**src/hdl/core_pkg.sv**
```systemverilog
`default_nettype none

package core_pkg;

    // Bus and storage widths
    localparam int ADDR_W    = 8;
    localparam int INSTR_W   = 16;
    localparam int DATA_W    = 8;
    localparam int REG_IDX_W = 4;
    localparam int NZP_W     = 3;
    localparam int OPCODE_W  = 4;
    localparam int STATE_W   = 3;
    localparam int NUM_REGS  = 16;

    typedef logic [ADDR_W-1:0]    addr_t;
    typedef logic [INSTR_W-1:0]   instr_t;
    typedef logic [DATA_W-1:0]    data_t;
    typedef logic [REG_IDX_W-1:0] reg_idx_t;
    typedef logic [NZP_W-1:0]     nzp_t;
    typedef logic [OPCODE_W-1:0]  opcode_t;

    typedef enum logic [STATE_W-1:0] {
        CORE_IDLE    = 3'd0,
        CORE_FETCH   = 3'd1,
        CORE_DECODE  = 3'd2,
        CORE_EXECUTE = 3'd3,
        CORE_UPDATE  = 3'd4,
        CORE_DONE    = 3'd5
    } core_state_t;

    typedef enum logic [STATE_W-1:0] {
        FETCHER_IDLE     = 3'd0,
        FETCHER_FETCHING = 3'd1,
        FETCHER_FETCHED  = 3'd2
    } fetcher_state_t;

    localparam opcode_t OP_NOP   = 4'd0;
    localparam opcode_t OP_BRNZP = 4'd1;
    localparam opcode_t OP_CMP   = 4'd2;
    localparam opcode_t OP_ADD   = 4'd3;
    localparam opcode_t OP_SUB   = 4'd4;
    localparam opcode_t OP_MUL   = 4'd5;
    localparam opcode_t OP_CONST = 4'd9;
    localparam opcode_t OP_STR   = 4'd10;
    localparam opcode_t OP_RET   = 4'd15;

    // Flag encoding, bit 2 is negative and matches mask bit 11
    localparam nzp_t NZP_NEG  = 3'b100;
    localparam nzp_t NZP_ZERO = 3'b010;
    localparam nzp_t NZP_POS  = 3'b001;

    // Instruction field positions
    localparam int OPCODE_MSB = 15;
    localparam int OPCODE_LSB = 12;
    localparam int RD_MSB     = 11;
    localparam int RD_LSB     = 8;
    localparam int RS_MSB     = 7;
    localparam int RS_LSB     = 4;
    localparam int RT_MSB     = 3;
    localparam int RT_LSB     = 0;
    localparam int IMM_MSB    = 7;
    localparam int IMM_LSB    = 0;
    localparam int NZP_MSB    = 11;
    localparam int NZP_LSB    = 9;

endpackage

`default_nettype wire

```
**src/hdl/core_scheduler.sv**
```systemverilog
`default_nettype none
`timescale 1ns/1ps

module core_scheduler (
    input  wire                            clk,
    input  wire                            reset,
    input  wire                            start,
    input  wire core_pkg::fetcher_state_t  fetcher_state,
    input  wire                            decoded_ret,
    input  wire                            store_done,
    output core_pkg::core_state_t          core_state,
    output logic                           done
);

    core_pkg::core_state_t state_next;

    always_comb begin
        state_next = core_state;
        case (core_state)
            core_pkg::CORE_IDLE: begin
                if (start) begin
                    state_next = core_pkg::CORE_FETCH;
                end
            end
            core_pkg::CORE_FETCH: begin
                // Wait here for as long as program memory takes
                if (fetcher_state == core_pkg::FETCHER_FETCHED) begin
                    state_next = core_pkg::CORE_DECODE;
                end
            end
            core_pkg::CORE_DECODE: begin
                state_next = core_pkg::CORE_EXECUTE;
            end
            core_pkg::CORE_EXECUTE: begin
                // RET ends the program, otherwise wait for the store phase
                if (decoded_ret) begin
                    state_next = core_pkg::CORE_DONE;
                end else if (store_done) begin
                    state_next = core_pkg::CORE_UPDATE;
                end
            end
            core_pkg::CORE_UPDATE: begin
                state_next = core_pkg::CORE_FETCH;
            end
            core_pkg::CORE_DONE: begin
                state_next = core_pkg::CORE_DONE;
            end
            default: begin
                state_next = core_pkg::CORE_IDLE;
            end
        endcase
    end

    always_ff @(posedge clk) begin
        if (reset) begin
            core_state <= core_pkg::CORE_IDLE;
        end else begin
            core_state <= state_next;
        end
    end

    assign done = (core_state == core_pkg::CORE_DONE);

endmodule

`default_nettype wire

```
**src/hdl/decoder.sv**
```systemverilog
`default_nettype none
`timescale 1ns/1ps

module decoder (
    input  wire                         clk,
    input  wire                         reset,
    input  wire core_pkg::core_state_t  core_state,
    input  wire core_pkg::instr_t       instruction,

    output core_pkg::reg_idx_t          rd,
    output core_pkg::reg_idx_t          rs,
    output core_pkg::reg_idx_t          rt,
    output core_pkg::data_t             imm,
    output core_pkg::nzp_t              nzp_mask,

    output logic                        reg_write_enable,
    output core_pkg::opcode_t           alu_select,
    output logic                        nzp_write_enable,
    output logic                        pc_branch,
    output logic                        store_enable,
    output logic                        decoded_ret
);

    core_pkg::opcode_t opcode;
    logic              decode_now;

    assign opcode     = instruction[core_pkg::OPCODE_MSB:core_pkg::OPCODE_LSB];
    assign decode_now = (core_state == core_pkg::CORE_DECODE);

    // Instruction fields
    always_ff @(posedge clk) begin
        if (decode_now) begin
            rd         <= instruction[core_pkg::RD_MSB:core_pkg::RD_LSB];
            rs         <= instruction[core_pkg::RS_MSB:core_pkg::RS_LSB];
            rt         <= instruction[core_pkg::RT_MSB:core_pkg::RT_LSB];
            imm        <= instruction[core_pkg::IMM_MSB:core_pkg::IMM_LSB];
            nzp_mask   <= instruction[core_pkg::NZP_MSB:core_pkg::NZP_LSB];
            alu_select <= opcode;
        end
    end

    // Control lines, at most one set per instruction; unknown opcodes set none
    always_ff @(posedge clk) begin
        if (reset) begin
            reg_write_enable <= 1'b0;
            nzp_write_enable <= 1'b0;
            pc_branch        <= 1'b0;
            store_enable     <= 1'b0;
            decoded_ret      <= 1'b0;
        end else if (decode_now) begin
            reg_write_enable <= (opcode == core_pkg::OP_ADD) || (opcode == core_pkg::OP_SUB)
                                || (opcode == core_pkg::OP_MUL)
                                || (opcode == core_pkg::OP_CONST);
            nzp_write_enable <= (opcode == core_pkg::OP_CMP);
            pc_branch        <= (opcode == core_pkg::OP_BRNZP);
            store_enable     <= (opcode == core_pkg::OP_STR);
            decoded_ret      <= (opcode == core_pkg::OP_RET);
        end
    end

endmodule

`default_nettype wire

```
**src/hdl/fetcher.sv**
```systemverilog
`default_nettype none
`timescale 1ns/1ps

module fetcher (
    input  wire                         clk,
    input  wire                         reset,
    input  wire core_pkg::core_state_t  core_state,
    input  wire core_pkg::addr_t        current_pc,

    // Program memory read port
    output logic                        mem_read_valid,
    output core_pkg::addr_t             mem_read_address,
    input  wire                         mem_read_ready,
    input  wire core_pkg::instr_t       mem_read_data,

    output core_pkg::fetcher_state_t    fetcher_state,
    output core_pkg::instr_t            instruction
);

    logic issue_read;
    logic take_data;

    assign issue_read = (fetcher_state == core_pkg::FETCHER_IDLE)
                        && (core_state == core_pkg::CORE_FETCH);
    assign take_data  = (fetcher_state == core_pkg::FETCHER_FETCHING) && mem_read_ready;

    always_ff @(posedge clk) begin
        if (reset) begin
            fetcher_state  <= core_pkg::FETCHER_IDLE;
            mem_read_valid <= 1'b0;
        end else begin
            case (fetcher_state)
                core_pkg::FETCHER_IDLE: begin
                    if (issue_read) begin
                        fetcher_state  <= core_pkg::FETCHER_FETCHING;
                        mem_read_valid <= 1'b1;
                    end
                end
                core_pkg::FETCHER_FETCHING: begin
                    // Valid drops right after the transfer
                    if (take_data) begin
                        fetcher_state  <= core_pkg::FETCHER_FETCHED;
                        mem_read_valid <= 1'b0;
                    end
                end
                core_pkg::FETCHER_FETCHED: begin
                    if (core_state == core_pkg::CORE_DECODE) begin
                        fetcher_state <= core_pkg::FETCHER_IDLE;
                    end
                end
                default: begin
                    fetcher_state  <= core_pkg::FETCHER_IDLE;
                    mem_read_valid <= 1'b0;
                end
            endcase
        end
    end

    // Address and instruction word
    always_ff @(posedge clk) begin
        if (issue_read) begin
            mem_read_address <= current_pc;
        end
        if (take_data) begin
            instruction <= mem_read_data;
        end
    end

endmodule

`default_nettype wire

```
**src/hdl/gpu_core.sv**
```systemverilog
`default_nettype none
`timescale 1ns/1ps

module gpu_core (
    input  wire                     clk,
    input  wire                     reset,
    input  wire                     start,

    // Program memory
    output logic                    mem_read_valid,
    output core_pkg::addr_t         mem_read_address,
    input  wire                     mem_read_ready,
    input  wire core_pkg::instr_t   mem_read_data,

    // Store port
    output logic                    store_valid,
    output core_pkg::data_t         store_data,
    input  wire                     store_ready,

    output logic                    done
);

    core_pkg::core_state_t    core_state;
    core_pkg::fetcher_state_t fetcher_state;
    core_pkg::instr_t         instruction;
    core_pkg::addr_t          current_pc;

    core_pkg::reg_idx_t       rd;
    core_pkg::reg_idx_t       rs;
    core_pkg::reg_idx_t       rt;
    core_pkg::data_t          imm;
    core_pkg::nzp_t           nzp_mask;
    core_pkg::opcode_t        alu_select;
    core_pkg::nzp_t           alu_nzp;

    logic reg_write_enable;
    logic nzp_write_enable;
    logic pc_branch;
    logic store_enable;
    logic decoded_ret;
    logic store_done;

    core_scheduler core_scheduler_i (
        .clk           (clk),
        .reset         (reset),
        .start         (start),
        .fetcher_state (fetcher_state),
        .decoded_ret   (decoded_ret),
        .store_done    (store_done),
        .core_state    (core_state),
        .done          (done)
    );

    fetcher fetcher_i (
        .clk              (clk),
        .reset            (reset),
        .core_state       (core_state),
        .current_pc       (current_pc),
        .mem_read_valid   (mem_read_valid),
        .mem_read_address (mem_read_address),
        .mem_read_ready   (mem_read_ready),
        .mem_read_data    (mem_read_data),
        .fetcher_state    (fetcher_state),
        .instruction      (instruction)
    );

    decoder decoder_i (
        .clk              (clk),
        .reset            (reset),
        .core_state       (core_state),
        .instruction      (instruction),
        .rd               (rd),
        .rs               (rs),
        .rt               (rt),
        .imm              (imm),
        .nzp_mask         (nzp_mask),
        .reg_write_enable (reg_write_enable),
        .alu_select       (alu_select),
        .nzp_write_enable (nzp_write_enable),
        .pc_branch        (pc_branch),
        .store_enable     (store_enable),
        .decoded_ret      (decoded_ret)
    );

    pc_counter pc_counter_i (
        .clk              (clk),
        .reset            (reset),
        .core_state       (core_state),
        .pc_branch        (pc_branch),
        .nzp_mask         (nzp_mask),
        .imm              (imm),
        .nzp_write_enable (nzp_write_enable),
        .alu_nzp          (alu_nzp),
        .current_pc       (current_pc)
    );

    register_alu register_alu_i (
        .clk              (clk),
        .reset            (reset),
        .core_state       (core_state),
        .rd               (rd),
        .rs               (rs),
        .rt               (rt),
        .imm              (imm),
        .reg_write_enable (reg_write_enable),
        .alu_select       (alu_select),
        .store_enable     (store_enable),
        .alu_nzp          (alu_nzp),
        .store_valid      (store_valid),
        .store_data       (store_data),
        .store_ready      (store_ready),
        .store_done       (store_done)
    );

endmodule

`default_nettype wire

```
**src/hdl/pc_counter.sv**
```systemverilog
`default_nettype none
`timescale 1ns/1ps

module pc_counter (
    input  wire                         clk,
    input  wire                         reset,
    input  wire core_pkg::core_state_t  core_state,
    input  wire                         pc_branch,
    input  wire core_pkg::nzp_t         nzp_mask,
    input  wire core_pkg::data_t        imm,
    input  wire                         nzp_write_enable,
    input  wire core_pkg::nzp_t         alu_nzp,
    output core_pkg::addr_t             current_pc
);

    core_pkg::nzp_t nzp;
    logic           branch_taken;

    assign branch_taken = pc_branch && ((nzp_mask & nzp) != '0);

    always_ff @(posedge clk) begin
        if (reset) begin
            nzp        <= '0;
            current_pc <= '0;
        end else begin
            // Flags come from CMP during execute
            if (core_state == core_pkg::CORE_EXECUTE && nzp_write_enable) begin
                nzp <= alu_nzp;
            end
            if (core_state == core_pkg::CORE_UPDATE) begin
                if (branch_taken) begin
                    current_pc <= core_pkg::addr_t'(imm);
                end else begin
                    // Wraps at the top of program memory
                    current_pc <= current_pc + 1'b1;
                end
            end
        end
    end

endmodule

`default_nettype wire

```
**src/hdl/register_alu.sv**
```systemverilog
`default_nettype none
`timescale 1ns/1ps

module register_alu (
    input  wire                         clk,
    input  wire                         reset,
    input  wire core_pkg::core_state_t  core_state,
    input  wire core_pkg::reg_idx_t     rd,
    input  wire core_pkg::reg_idx_t     rs,
    input  wire core_pkg::reg_idx_t     rt,
    input  wire core_pkg::data_t        imm,
    input  wire                         reg_write_enable,
    input  wire core_pkg::opcode_t      alu_select,
    input  wire                         store_enable,
    output core_pkg::nzp_t              alu_nzp,

    // Store port
    output logic                        store_valid,
    output core_pkg::data_t             store_data,
    input  wire                         store_ready,
    output logic                        store_done
);

    core_pkg::data_t regs [core_pkg::NUM_REGS];
    core_pkg::data_t rs_val;
    core_pkg::data_t rt_val;
    core_pkg::data_t result;

    assign rs_val = regs[rs];
    assign rt_val = regs[rt];

    always_comb begin
        case (alu_select)
            core_pkg::OP_ADD:   result = rs_val + rt_val;
            core_pkg::OP_SUB:   result = rs_val - rt_val;
            core_pkg::OP_MUL:   result = rs_val * rt_val;
            core_pkg::OP_CONST: result = imm;
            default:            result = '0;
        endcase
    end

    // Signed compare of rs against rt for CMP
    always_comb begin
        if ($signed(rs_val) < $signed(rt_val)) begin
            alu_nzp = core_pkg::NZP_NEG;
        end else if (rs_val == rt_val) begin
            alu_nzp = core_pkg::NZP_ZERO;
        end else begin
            alu_nzp = core_pkg::NZP_POS;
        end
    end

    always_ff @(posedge clk) begin
        if (reset) begin
            for (int i = 0; i < core_pkg::NUM_REGS; i++) begin
                regs[i] <= '0;
            end
        end else if (core_state == core_pkg::CORE_UPDATE && reg_write_enable) begin
            regs[rd] <= result;
        end
    end

    // Valid stays up through execute until the sink takes the value
    assign store_valid = (core_state == core_pkg::CORE_EXECUTE) && store_enable;
    assign store_data  = rs_val;

    // Also high for an execute that has nothing to store
    assign store_done = (core_state == core_pkg::CORE_EXECUTE)
                        && (!store_enable || store_ready);

endmodule

`default_nettype wire

```
**config.mk**
```make
export PLATFORM = sky130hd
export DESIGN_NAME = gpu_core
export DESIGN_NICKNAME = d
export VERILOG_FILES = /design/src/hdl/core_pkg.sv /design/src/hdl/core_scheduler.sv /design/src/hdl/decoder.sv /design/src/hdl/fetcher.sv /design/src/hdl/gpu_core.sv /design/src/hdl/pc_counter.sv /design/src/hdl/register_alu.sv
export SDC_FILE = /design/constraint.sdc
export NUM_CORES = 1
export LEC_CHECK = 0
export ABC_AREA = 0
export BUFFER_PORTS_ARGS = -buffer_cell sky130_fd_sc_hd__buf_2
export CAP_MARGIN = 20
export CORE_AREA = 2 2 145 147
export DETAILED_ROUTE_END_ITERATION = 10
export DIE_AREA = 0 0 147 149
export GPL_TIMING_DRIVEN = 0
export PLACE_DENSITY = 0.74
export SYNTH_ARGS = -nofsm -noshare
export SYNTH_HDL_FRONTEND = slang
export SYNTH_HIERARCHICAL = 1
export SYNTH_SLANG_ARGS = --single-unit
```
**constraint.sdc**
```tcl
create_clock -name clk -period 6.15 [get_ports clk]
set_input_delay 1.23 -clock clk [delete_from_list [all_inputs] [get_ports clk]]
set_output_delay 1.23 -clock clk [all_outputs]
set_load 0.1 [all_outputs]
```
### Word-level counts from Yosys, hierarchy flattened

Memories as Yosys holds them, arrays and structs flattened. A register that Yosys moved wholly into a read port is not among the register bits.
Cells that the tools add are included.

* multipliers: 1
* divide/modulo/power cells: 0
* shift operators: 0
* equality and inequality tests: 26
* multiplexer cells: 26
* magnitude comparators: 1
* bitwise operators: 2
* add/subtract/negate cells: 3
* reductions and logical operators: 19

Operator list (number)
* $pmux W8 S4: 1
* $mux W3: 8
* $pmux W3 S6: 1
* $eq A4 B3 Y1 const B: 4
* $eq A4 B4 Y1 const B: 4
* $mux W8: 2
* $eq A4 B2 Y1 const B: 3
* $mux W4: 3
* $eq A3 B2 Y1 const B: 3
* $pmux W3 S3: 1
* $reduce_and A3 Y1: 3
* $add A8 B1 Y8 const B: 1
* $add A8 B8 Y8: 1
* $eq A8 B8 Y1: 1
* $lt A8 B8 Y1: 1
* $mul A8 B8 Y8: 1
* $mux W1: 8
* $ne A2 B1 Y1 const B: 4
* $reduce_or A8 Y1: 1
* $sub A8 B8 Y8: 1
* $logic_and A1 B1 Y1: 7
* $eq A3 B1 Y1 const B: 2
* $eq A3 B3 Y1 const B: 2
* $logic_not A3 Y1: 2
* 10 further kinds: 13

* word-level logic and storage cells: 97
* memory bits (read-only): 0
* input port bits: 21
* bits in latches: 0
* bits in registers: 74
* memories: 1
* output and inout bits: 19
* bits in writable memories: 128

Memory list
* register_alu_i.regs: depth 16, bits a word 8, rd ports 2, clocked after Yosys merged registers in 2, wr ports 16, RTL line register_alu.sv:24 `core_pkg::data_t regs [core_pkg::NUM_REGS];`

### Logic depth before layout (Yosys ltp)

Gate-level depths: netlist of the first run.

* depth after elaboration: 7
* mapped depth: 27

### Modules after synthesis

Netlist of the first run, hierarchy kept.

By module, submodules not included
* register_alu: area an instance 8483.1 µm², cells an instance 666, instances 1
* fetcher: area an instance 892.1 µm², cells an instance 41, instances 1
* decoder: area an instance 809.5 µm², cells an instance 56, instances 1
* pc_counter: area an instance 620.6 µm², cells an instance 77, instances 1
* core_scheduler: area an instance 186.4 µm², cells an instance 22, instances 1

### Least setup slack after synthesis of the first run

No wires, ideal clock.

* path kind: reg-to-reg
* start: reg, netlist name decoder_i/rs[0]
* end: mem register_alu_i/regs[10][7] (netlist name), data pin
* data arrival time: 5.808 ns
* period minus slack after synthesis: 6.082 ns
* cell stages (with the launch flop): 23
* setup time: 0.275 ns
* path slack: 0.068 ns
* path through: edfxtp_1 buf_4 buf_6 buf_4 buf_6 mux4_2 mux4_2 ha_1 fa_1 ha_1 fa_1 inv_1 fa_1 inv_1 ha_1 a21oi_1 xnor2_1 xnor2_1 xnor3_1 xnor2_1 nand2_2 buf_8 a21oi_2

RTL lines (RTL line)
* end: declaration: register_alu.sv:24

==> results of run 1 <==
## logic make-up (layout without fill, tap and decap cells)
family	after synthesis	count (layout)	share of synthesized area, %
other cells	1	1	0.03412
flops	190	190	49.90
compound gates	108	108	7.205
fa+ha+maj	46	46	6.192
simple gates	316	316	13.75
buf+inv	102	207	5.031
mux	81	81	16.19
xor+xnor	18	18	1.696
## registers in the layout, summed over array words and instances, names as in the netlist, 2 cells and up
signal,flops
fetcher_i/fetcher_state,2
decoder_i/rs,4
fetcher_i/mem_read_address,8
decoder_i/rd,4
pc_counter_i/current_pc,8
decoder_i/rt,3
decoder_i/alu_select,4
fetcher_i/instruction,16
core_scheduler_i/core_state,3
register_alu_i/regs,128
pc_counter_i/nzp,3
## power by group through the flow
stage,sequential (W),clock [W],combinational (W)
2_1_floorplan,0.00152,0,0.000169
3_3_place_gp,0.00150,0,0.000269
3_5_place_dp,0.00150,0,0.000274
4_1_cts,0.00147,0.00110,0.000289
5_1_grt,0.00148,0.00115,0.000326
6_report,0.00147,0.00109,0.000307
## per-stage QoR
| stage | total power, W | setup TNS [ns] | instance area, µm² | util [%] | instances |
|---|---|---|---|---|---|
| 2_1_floorplan | 0.001693 | 0 | 10990 | - | 862 |
| 3_5_place_dp | 0.001774 | -40.01 | 11550 | 56.18 | 1178 |
| 3_3_place_gp | 0.001765 | -36.46 | 11530 | 56.09 | 1176 |
| 6_report | 0.002868 | 0 | 12650 | 61.52 | 1242 |
| 5_1_grt | 0.002950 | 0 | 12650 | 61.52 | 1242 |
| 4_1_cts | 0.002859 | 0 | 12450 | 60.58 | 1235 |
## metal layers
metal	vias up	routed length [µm]
met2	493	13630
met1	3856	11200
met5	-	0
met4	0	1068
met3	78	2716
li1	3418	-
## synthesized netlist by cell type (7+ instances only)
cell type / number / area [µm²]
nor3_1: 7 / 35.03
edfxtp_1: 168 / 5045
mux2i_1: 9 / 90.09
buf_4: 14 / 105.1
and2_1: 8 / 50.05
a21oi_2: 10 / 87.58
a21o_1: 7 / 52.55
mux4_1: 24 / 630.6
mux4_2: 45 / 1013
nand3_1: 25 / 125.1
a22oi_1: 7 / 52.55
clkbuf_1: 25 / 93.84
nor2_1: 150 / 563.0
fa_1: 14 / 280.3
a31oi_1: 8 / 50.05
nor2b_1: 14 / 87.58
a21oi_1: 22 / 110.1
nand2b_1: 22 / 137.6
ha_1: 32 / 400.4
o21ai_0: 12 / 60.06
and3_1: 7 / 43.79
xnor2_1: 11 / 96.34
nand2_1: 47 / 176.4
inv_1: 43 / 161.4
dfxtp_1: 22 / 440.4
## cell type report
type | instances | area, µm²
flip-flops and latches | 190 | 5485
inverters | 45 | 173.9
well taps | 275 | 344.1
plain buffers | 52 | 402.9
multi-input cells | 570 | 5099
clock buffers | 19 | 475.5
fillers | 1571 | 7911
repair buffers | 78 | 553.0
clock inverters | 13 | 112.6
## worst register-to-register path, cell delays in order (launching register included)
cell      delay [ns]
edfxtp_1        0.42
buf_6           0.21
buf_4           0.26
buf_4           0.26
mux4_2          0.40
mux4_2          0.54
inv_2           0.11
nor2_1          0.06
fa_2            0.36
fa_1            0.44
ha_1            0.29
inv_1           0.05
fa_1            0.47
inv_1           0.06
ha_4            0.22
a21o_1          0.19
a21oi_4         0.18
xnor2_2         0.15
xnor2_1         0.15
xnor3_1         0.27
xnor2_2         0.22
nand2_4         0.17
buf_6           0.21
a21oi_1         0.12
## how the worst min path moves through the flow
| stage | startpoint | endpoint |
|---|---|---|
| CTS | fetcher_i/instruction[3] | decoder_i/imm[3] |
| global placement | fetcher_i/instruction[5] | decoder_i/rs[1] |
| floorplan | fetcher_i/instruction[3] | decoder_i/imm[3] |
| finish | fetcher_i/instruction[3] | decoder_i/imm[3] |
| detailed placement | fetcher_i/instruction[3] | decoder_i/imm[3] |
| global route | fetcher_i/instruction[4] | decoder_i/rs[0] |
## repair_timing
action,in CTS,in global routing
resized for setup,29,33
buffers inserted,26,9
pin swaps,6,10
cloned,1,0
endpoints found under the setup margin,64,26
==> results.py, run 1 <==
metrics = {
    "worst_setup_path": {
        "cp.depth": 23,
        "reg2reg_from": "decoder_i/rt[1]",
        "path_cells": "buf_6 > buf_4 > buf_4 > mux4_2 > mux4_2 > inv_2 > nor2_1 > fa_2 > fa_1 > ha_1 > inv_1 > fa_1 > inv_1 > ha_4 > a21o_1 > a21oi_4 > xnor2_2 > xnor2_1 > xnor3_1 > xnor2_2 > nand2_4 > buf_6 > a21oi_1",
        "crit_family": "adder cells",
        "ff2ff_setup_slack_ns": 0.17,
        "cp.arrival_ns": 6.25,
        "critPathLaunchType": "flip-flop",
        "critPathMaxStageDelay_ns": 0.54,
        "endpoint": "register_alu_i/regs[3][7]",
        "crit_fanout": 13,
        "worstPathBufferInverterCount": 7,
        "worstPathRequired_ns": 6.42,
        "cp-startpoint": "decoder_i/rt[1]",
        "rr_endpoint": "register_alu_i/regs[3][7]",
        "reg2reg_depth": 23,
        "cp-end-kind": "flip-flop",
        "path_class": "reg -> reg",
        "slowest_stage": "mux4_2",
    },
    "detailed_routing": {
        "vias": 7845,
        "wirelength_um": 28620,
        "drc": 0,
        "drtIter0Drc": 864,
        "wire_per_inst_um": 23.04,
        "drt_pass1_iterations": 7,
        "vias_per_cell": 6.316,
        "postRouteAntennaNets": 0,
    },
    "place": {
        "dp_hpwl_um": 20070,
        "gp_congestion": 0.9303,
        "pre_cts_slack_ns": -1.117,
        "portBuffers": 39,
    },
    "global_route": {
        "grt_max_degree": 24,
        "use_met1_pct": 35.70,
        "grt_usage_pct": 26.47,
        "met3_usage_pct": 5.046,
        "grt_pass1_wl_um": 42970,
        "grt_pass1_vias": 7557,
        "overflow": 0,
        "busiest_layer": "met2",
        "grt.met2_usage_pct": 42.63,
        "antenna_found_initial": 0,
    },
    "die": {
        "dieArea_mm2": 0.02190,
        "start_util_pct": 53.47,
        "num_rows": 53,
        "fp.dieH_um": 149,
        "die_w_um": 147,
        "core_area_mm2": 0.02056,
        "ios": 40,
    },
    "timing": {
        "post-route-min-period_ns": 5.982,
        "tightestPinTransition_ns": 1.360,
        "setup_violations": 0,
        "worst_slack_ns": 0.1684,
        "rsz0062_at_grt": "false",
        "drv_slew": 0,
        "hold_viol": 0,
        "slew_headroom_pct": 9.302,
        "worst_clock_skew_ns": 0.01326,
        "min_period_over_period_pct": 97.26,
        "fmax_ghz": 0.1672,
        "worst_hold_slack_ns": 0.4146,
    },
    "status": {
        "outcome": "finished, final reports clean",
    },
    "layout": {
        "layout_commonest_cell": "edfxtp_1",
        "antenna-diode-count": 0,
        "drive_above_1_share_pct": 25.03,
        "final_cell_mix": "edfxtp_1, nor2_1, mux4_2, nand2_1, buf_4",
        "nNetsFinal": 1021,
        "layout-area-overhead-vs-synth_pct": 15.05,
    },
    "clock_network": {
        "cts-root-buf": "clkbuf_16",
        "hold_buffers": 0,
        "path_clk_slew_ns": 0.08,
        "cts_sinks": 190,
        "cts_tree": "yes",
        "clk_path_buf_depth": 2,
        "clock_latency_ns": 0.44,
        "cts_buffers": 17,
        "htreeDepth": 4,
    },
    "pwr": {
        "power.leakage_nw": 4.725,
        "p_sw_w": 0.0007306,
        "p_comb_share_pct": 10.7,
        "swShare_pct": 25.47,
        "p_clk_share_pct": 38.0,
        "ir_drop_mv": 0.1787,
        "p_int_w": 0.002138,
        "p_per_area_mw_per_mm2": 226.8,
        "seq_power_share_pct": 51.3,
    },
    "job": {
        "max_cap_violations": 0,
    },
    "synthesis": {
        "synth_fp_nets": 929,
        "yosysSeqAreaShare_pct": 49.90,
        "synth-seq-cells": 190,
        "async_reset_ff_share_pct": 0,
        "synth-edff-count": 168,
        "syn_area_mm2": 0.01099,
        "synth.distinct_cells": 74,
        "synthFlopType": "edfxtp_1",
        "avgSynthCellArea_um2": 12.75,
        "ys_warn_count": 6,
        "syn-instance-count": 862,
    },
    "hold_path": {
        "hold_class": "reg -> reg",
        "holdPathStages": 0,
    },
}
Note: power is estimated with default switching activity, not from simulation.
==> inputs of run 2 (changes only) <==
--- a/config.mk
+++ b/config.mk
@@ -8,11 +8,13 @@
 export ABC_AREA = 0
 export BUFFER_PORTS_ARGS = -buffer_cell sky130_fd_sc_hd__buf_2
 export CAP_MARGIN = 20
-export CORE_AREA = 2 2 145 147
+export CORE_AREA = 4 4 147 149
+export CTS_BUF_LIST = sky130_fd_sc_hd__clkbuf_16
 export DETAILED_ROUTE_END_ITERATION = 10
-export DIE_AREA = 0 0 147 149
+export DIE_AREA = 0 0 151 153
 export GPL_TIMING_DRIVEN = 0
 export PLACE_DENSITY = 0.74
+export SETUP_SLACK_MARGIN = 0.4
 export SYNTH_ARGS = -nofsm -noshare
 export SYNTH_HDL_FRONTEND = slang
 export SYNTH_HIERARCHICAL = 1
==> run 2 against run 1 <==
Clock-buffer cell count stayed put. Cell count is 0.48% higher. Worst setup slack worse by 0.014 ns. Sequential power hardly changed. Core utilization is 1.6 points higher. Global-route usage is 0.82 points lower. Wire length is 0.48% higher. Via count is 0.29% higher. Clock power hardly changed. Maximum frequency is 0.23% lower. Die area is 5.5% higher. Final area is 0.72% higher. Highest routed layer unchanged.
==> results.py, run 2 (synthesis results as in run 1) <==
metrics = {
    "layout": {
        "largest_reg_flops": 128,
        "antenna-diode-count": 0,
        "drive_above_1_share_pct": 26.18,
        "layout_commonest_cell": "edfxtp_1",
        "largest-register": "register_alu_i/regs",
        "nNetsFinal": 1032,
        "final_cell_mix": "edfxtp_1, nor2_1, buf_4, nand2_1, mux4_2",
        "reg_top3": "register_alu_i/regs (128), fetcher_i/instruction (16)",
        "nFillCells": 1501,
        "post-route-util_pct": 63.15,
        "final_cells": 1248,
        "layout-area-overhead-vs-synth_pct": 15.88,
    },
    "timing": {
        "hold_viol": 0,
        "drv_slew": 0,
        "min_period_over_period_pct": 97.48,
        "worst_clock_skew_ns": 0.01317,
        "fmax_ghz": 0.1668,
        "setup_violations": 0,
        "slew_headroom_pct": 11.15,
        "post-route-min-period_ns": 5.995,
        "rsz0062_at_grt": "true",
        "final.setup.tns_ns": 0,
        "tightestPinTransition_ns": 1.333,
        "worst_hold_slack_ns": 0.4144,
    },
    "clock_network": {
        "clk_path_buf_depth": 2,
        "hold_buffers": 0,
        "cts_tree": "yes",
        "clock_latency_ns": 0.44,
        "htreeDepth": 4,
        "cts_buffers": 17,
        "cts-root-buf": "clkbuf_16",
        "cts_sinks": 190,
        "path_clk_slew_ns": 0.07,
    },
    "worst_setup_path": {
        "critPathMaxStageDelay_ns": 0.53,
        "crit_family": "adder cells",
        "slowest_stage": "mux4_2",
        "cp.arrival_ns": 6.27,
        "crit_fanout": 10,
        "path_class": "reg -> reg",
        "worstPathBufferInverterCount": 8,
        "path_cells": "buf_4 > buf_6 > buf_6 > buf_6 > mux4_2 > mux4_2 > buf_6 > and2_4 > fa_1 > ha_1 > fa_1 > inv_1 > fa_1 > inv_2 > ha_4 > a21oi_4 > xnor2_2 > xnor2_1 > xnor3_1 > xnor2_2 > nand2_4 > buf_6 > a21oi_1",
        "cp_common_cell": "buf_6",
        "critPathLaunchType": "flip-flop",
        "worstPathRequired_ns": 6.43,
        "cp-end-kind": "flip-flop",
    },
    "place": {
        "portBuffers": 39,
        "placedCellCount": 1173,
        "dp_hpwl_um": 20080,
        "gp_congestion": 0.9452,
    },
    "pwr": {
        "power.leakage_nw": 4.803,
        "ir_drop_mv": 0.1532,
        "p_per_area_mw_per_mm2": 225.0,
    },
    "global_route": {
        "grt_pass1_wl_um": 44480,
        "antenna_found_initial": 0,
        "grt_max_degree": 24,
        "grt_pass1_vias": 7722,
        "overflow": 0,
        "grt_usage_pct": 25.65,
    },
    "die": {
        "core_area_mm2": 0.02017,
        "num_rows": 52,
        "ios": 40,
        "die_w_um": 151,
        "fp.dieH_um": 153,
        "start_util_pct": 54.50,
        "dieArea_mm2": 0.02310,
    },
    "detailed_routing": {
        "vias_per_cell": 6.304,
        "postRouteAntennaNets": 0,
        "drtIter0Drc": 859,
        "wire_per_inst_um": 23.04,
        "wirelength_um": 28750,
        "drt_pass1_iterations": 6,
        "vias": 7868,
        "drc": 0,
    },
    "hold_path": {
        "hold_class": "reg -> reg",
    },
    "status": {
        "outcome": "finished, final reports clean",
    },
    "job": {
        "max_cap_violations": 0,
    },
}
==> run 2: changes by cell type in the layout (fill, tap and decap cells not counted), moves of 2 or more <==
cell | before | now
clkbuf_1 | 22 | 19
buf_4 | 42 | 52
clkinv_8 | 0 | 2
clkbuf_2 | 1 | 5
buf_8 | 1 | 4
==> run 2: path summary, 6_finish.rpt <==
kind                                          startpoint                   endpoint  slack [ns]  cells past startpoint
worst min-delay path            fetcher_i/instruction[5]            decoder_i/rs[1]        0.41                      0
worst max-delay path                     decoder_i/rt[1]  register_alu_i/regs[1][7]        0.15                     23
worst max register to register           decoder_i/rt[1]  register_alu_i/regs[1][7]        0.15                     23
worst min register to register  fetcher_i/instruction[5]            decoder_i/rs[1]        0.41                      0
==> run 2: cell type report <==
class	instances	area (µm²)	share of cell area [%]
flip-flops and latches	190	5485	43.06
multi-input cells	570	5099	40.03
repair buffers	84	584.3	4.587
clock buffers	19	475.5	3.733
plain buffers	57	461.7	3.625
well taps	270	337.8	2.652
inverters	45	173.9	1.365
clock inverters	13	120.1	0.9430
==> run 2: timing repair <==
| action | CTS | global route |
|---|---|---|
| resized for setup | 37 | 21 |
| endpoints found under the setup margin | 74 | 62 |
| pin swaps | 10 | 7 |
| buffers inserted | 39 | 3 |
| gates cloned | 1 | 0 |
==> run 2: power breakdown <==
part	leakage (nW)	internal [W]	switching, W
registers	1.87	0.00144	0.0000283
logic	2.64	0.000117	0.000196
clock network	0.299	0.000582	0.000498
==> run 2: worst register-to-register path: stages (launching register included) <==
cell and delay, ns:
edfxtp_1 0.40, buf_4 0.19, buf_6 0.19, buf_6 0.20, buf_6 0.21, mux4_2 0.39
mux4_2 0.53, buf_6 0.15, and2_4 0.15, fa_1 0.45, ha_1 0.31, fa_1 0.49
inv_1 0.05, fa_1 0.50, inv_2 0.05, ha_4 0.22, a21oi_4 0.14, xnor2_2 0.14
xnor2_1 0.14, xnor3_1 0.27, xnor2_2 0.19, nand2_4 0.15, buf_6 0.22, a21oi_1 0.13
==> run 2: per-stage QoR <==
stage	cell area (µm²)	power (W)	setup slack (ns)
finish	12740	0.002866	0.1547
global route	12740	0.002970	0.01986
CTS	12670	0.002868	0.1627
detailed placement	11620	0.001778	-0.8114
global placement	11600	0.001771	-0.7568
floorplan	11070	0.001697	0.3301
==> run 2: routing by layer <==
| metal | GRT usage, % | wire length, µm | up-vias |
|---|---|---|---|
| met5 | 0 | 0 | - |
| met4 | 9.542 | 954 | 0 |
| met3 | 5.893 | 2872 | 84 |
| met2 | 40.58 | 13700 | 486 |
| met1 | 34.83 | 11220 | 3864 |
| li1 | - | - | 3434 |
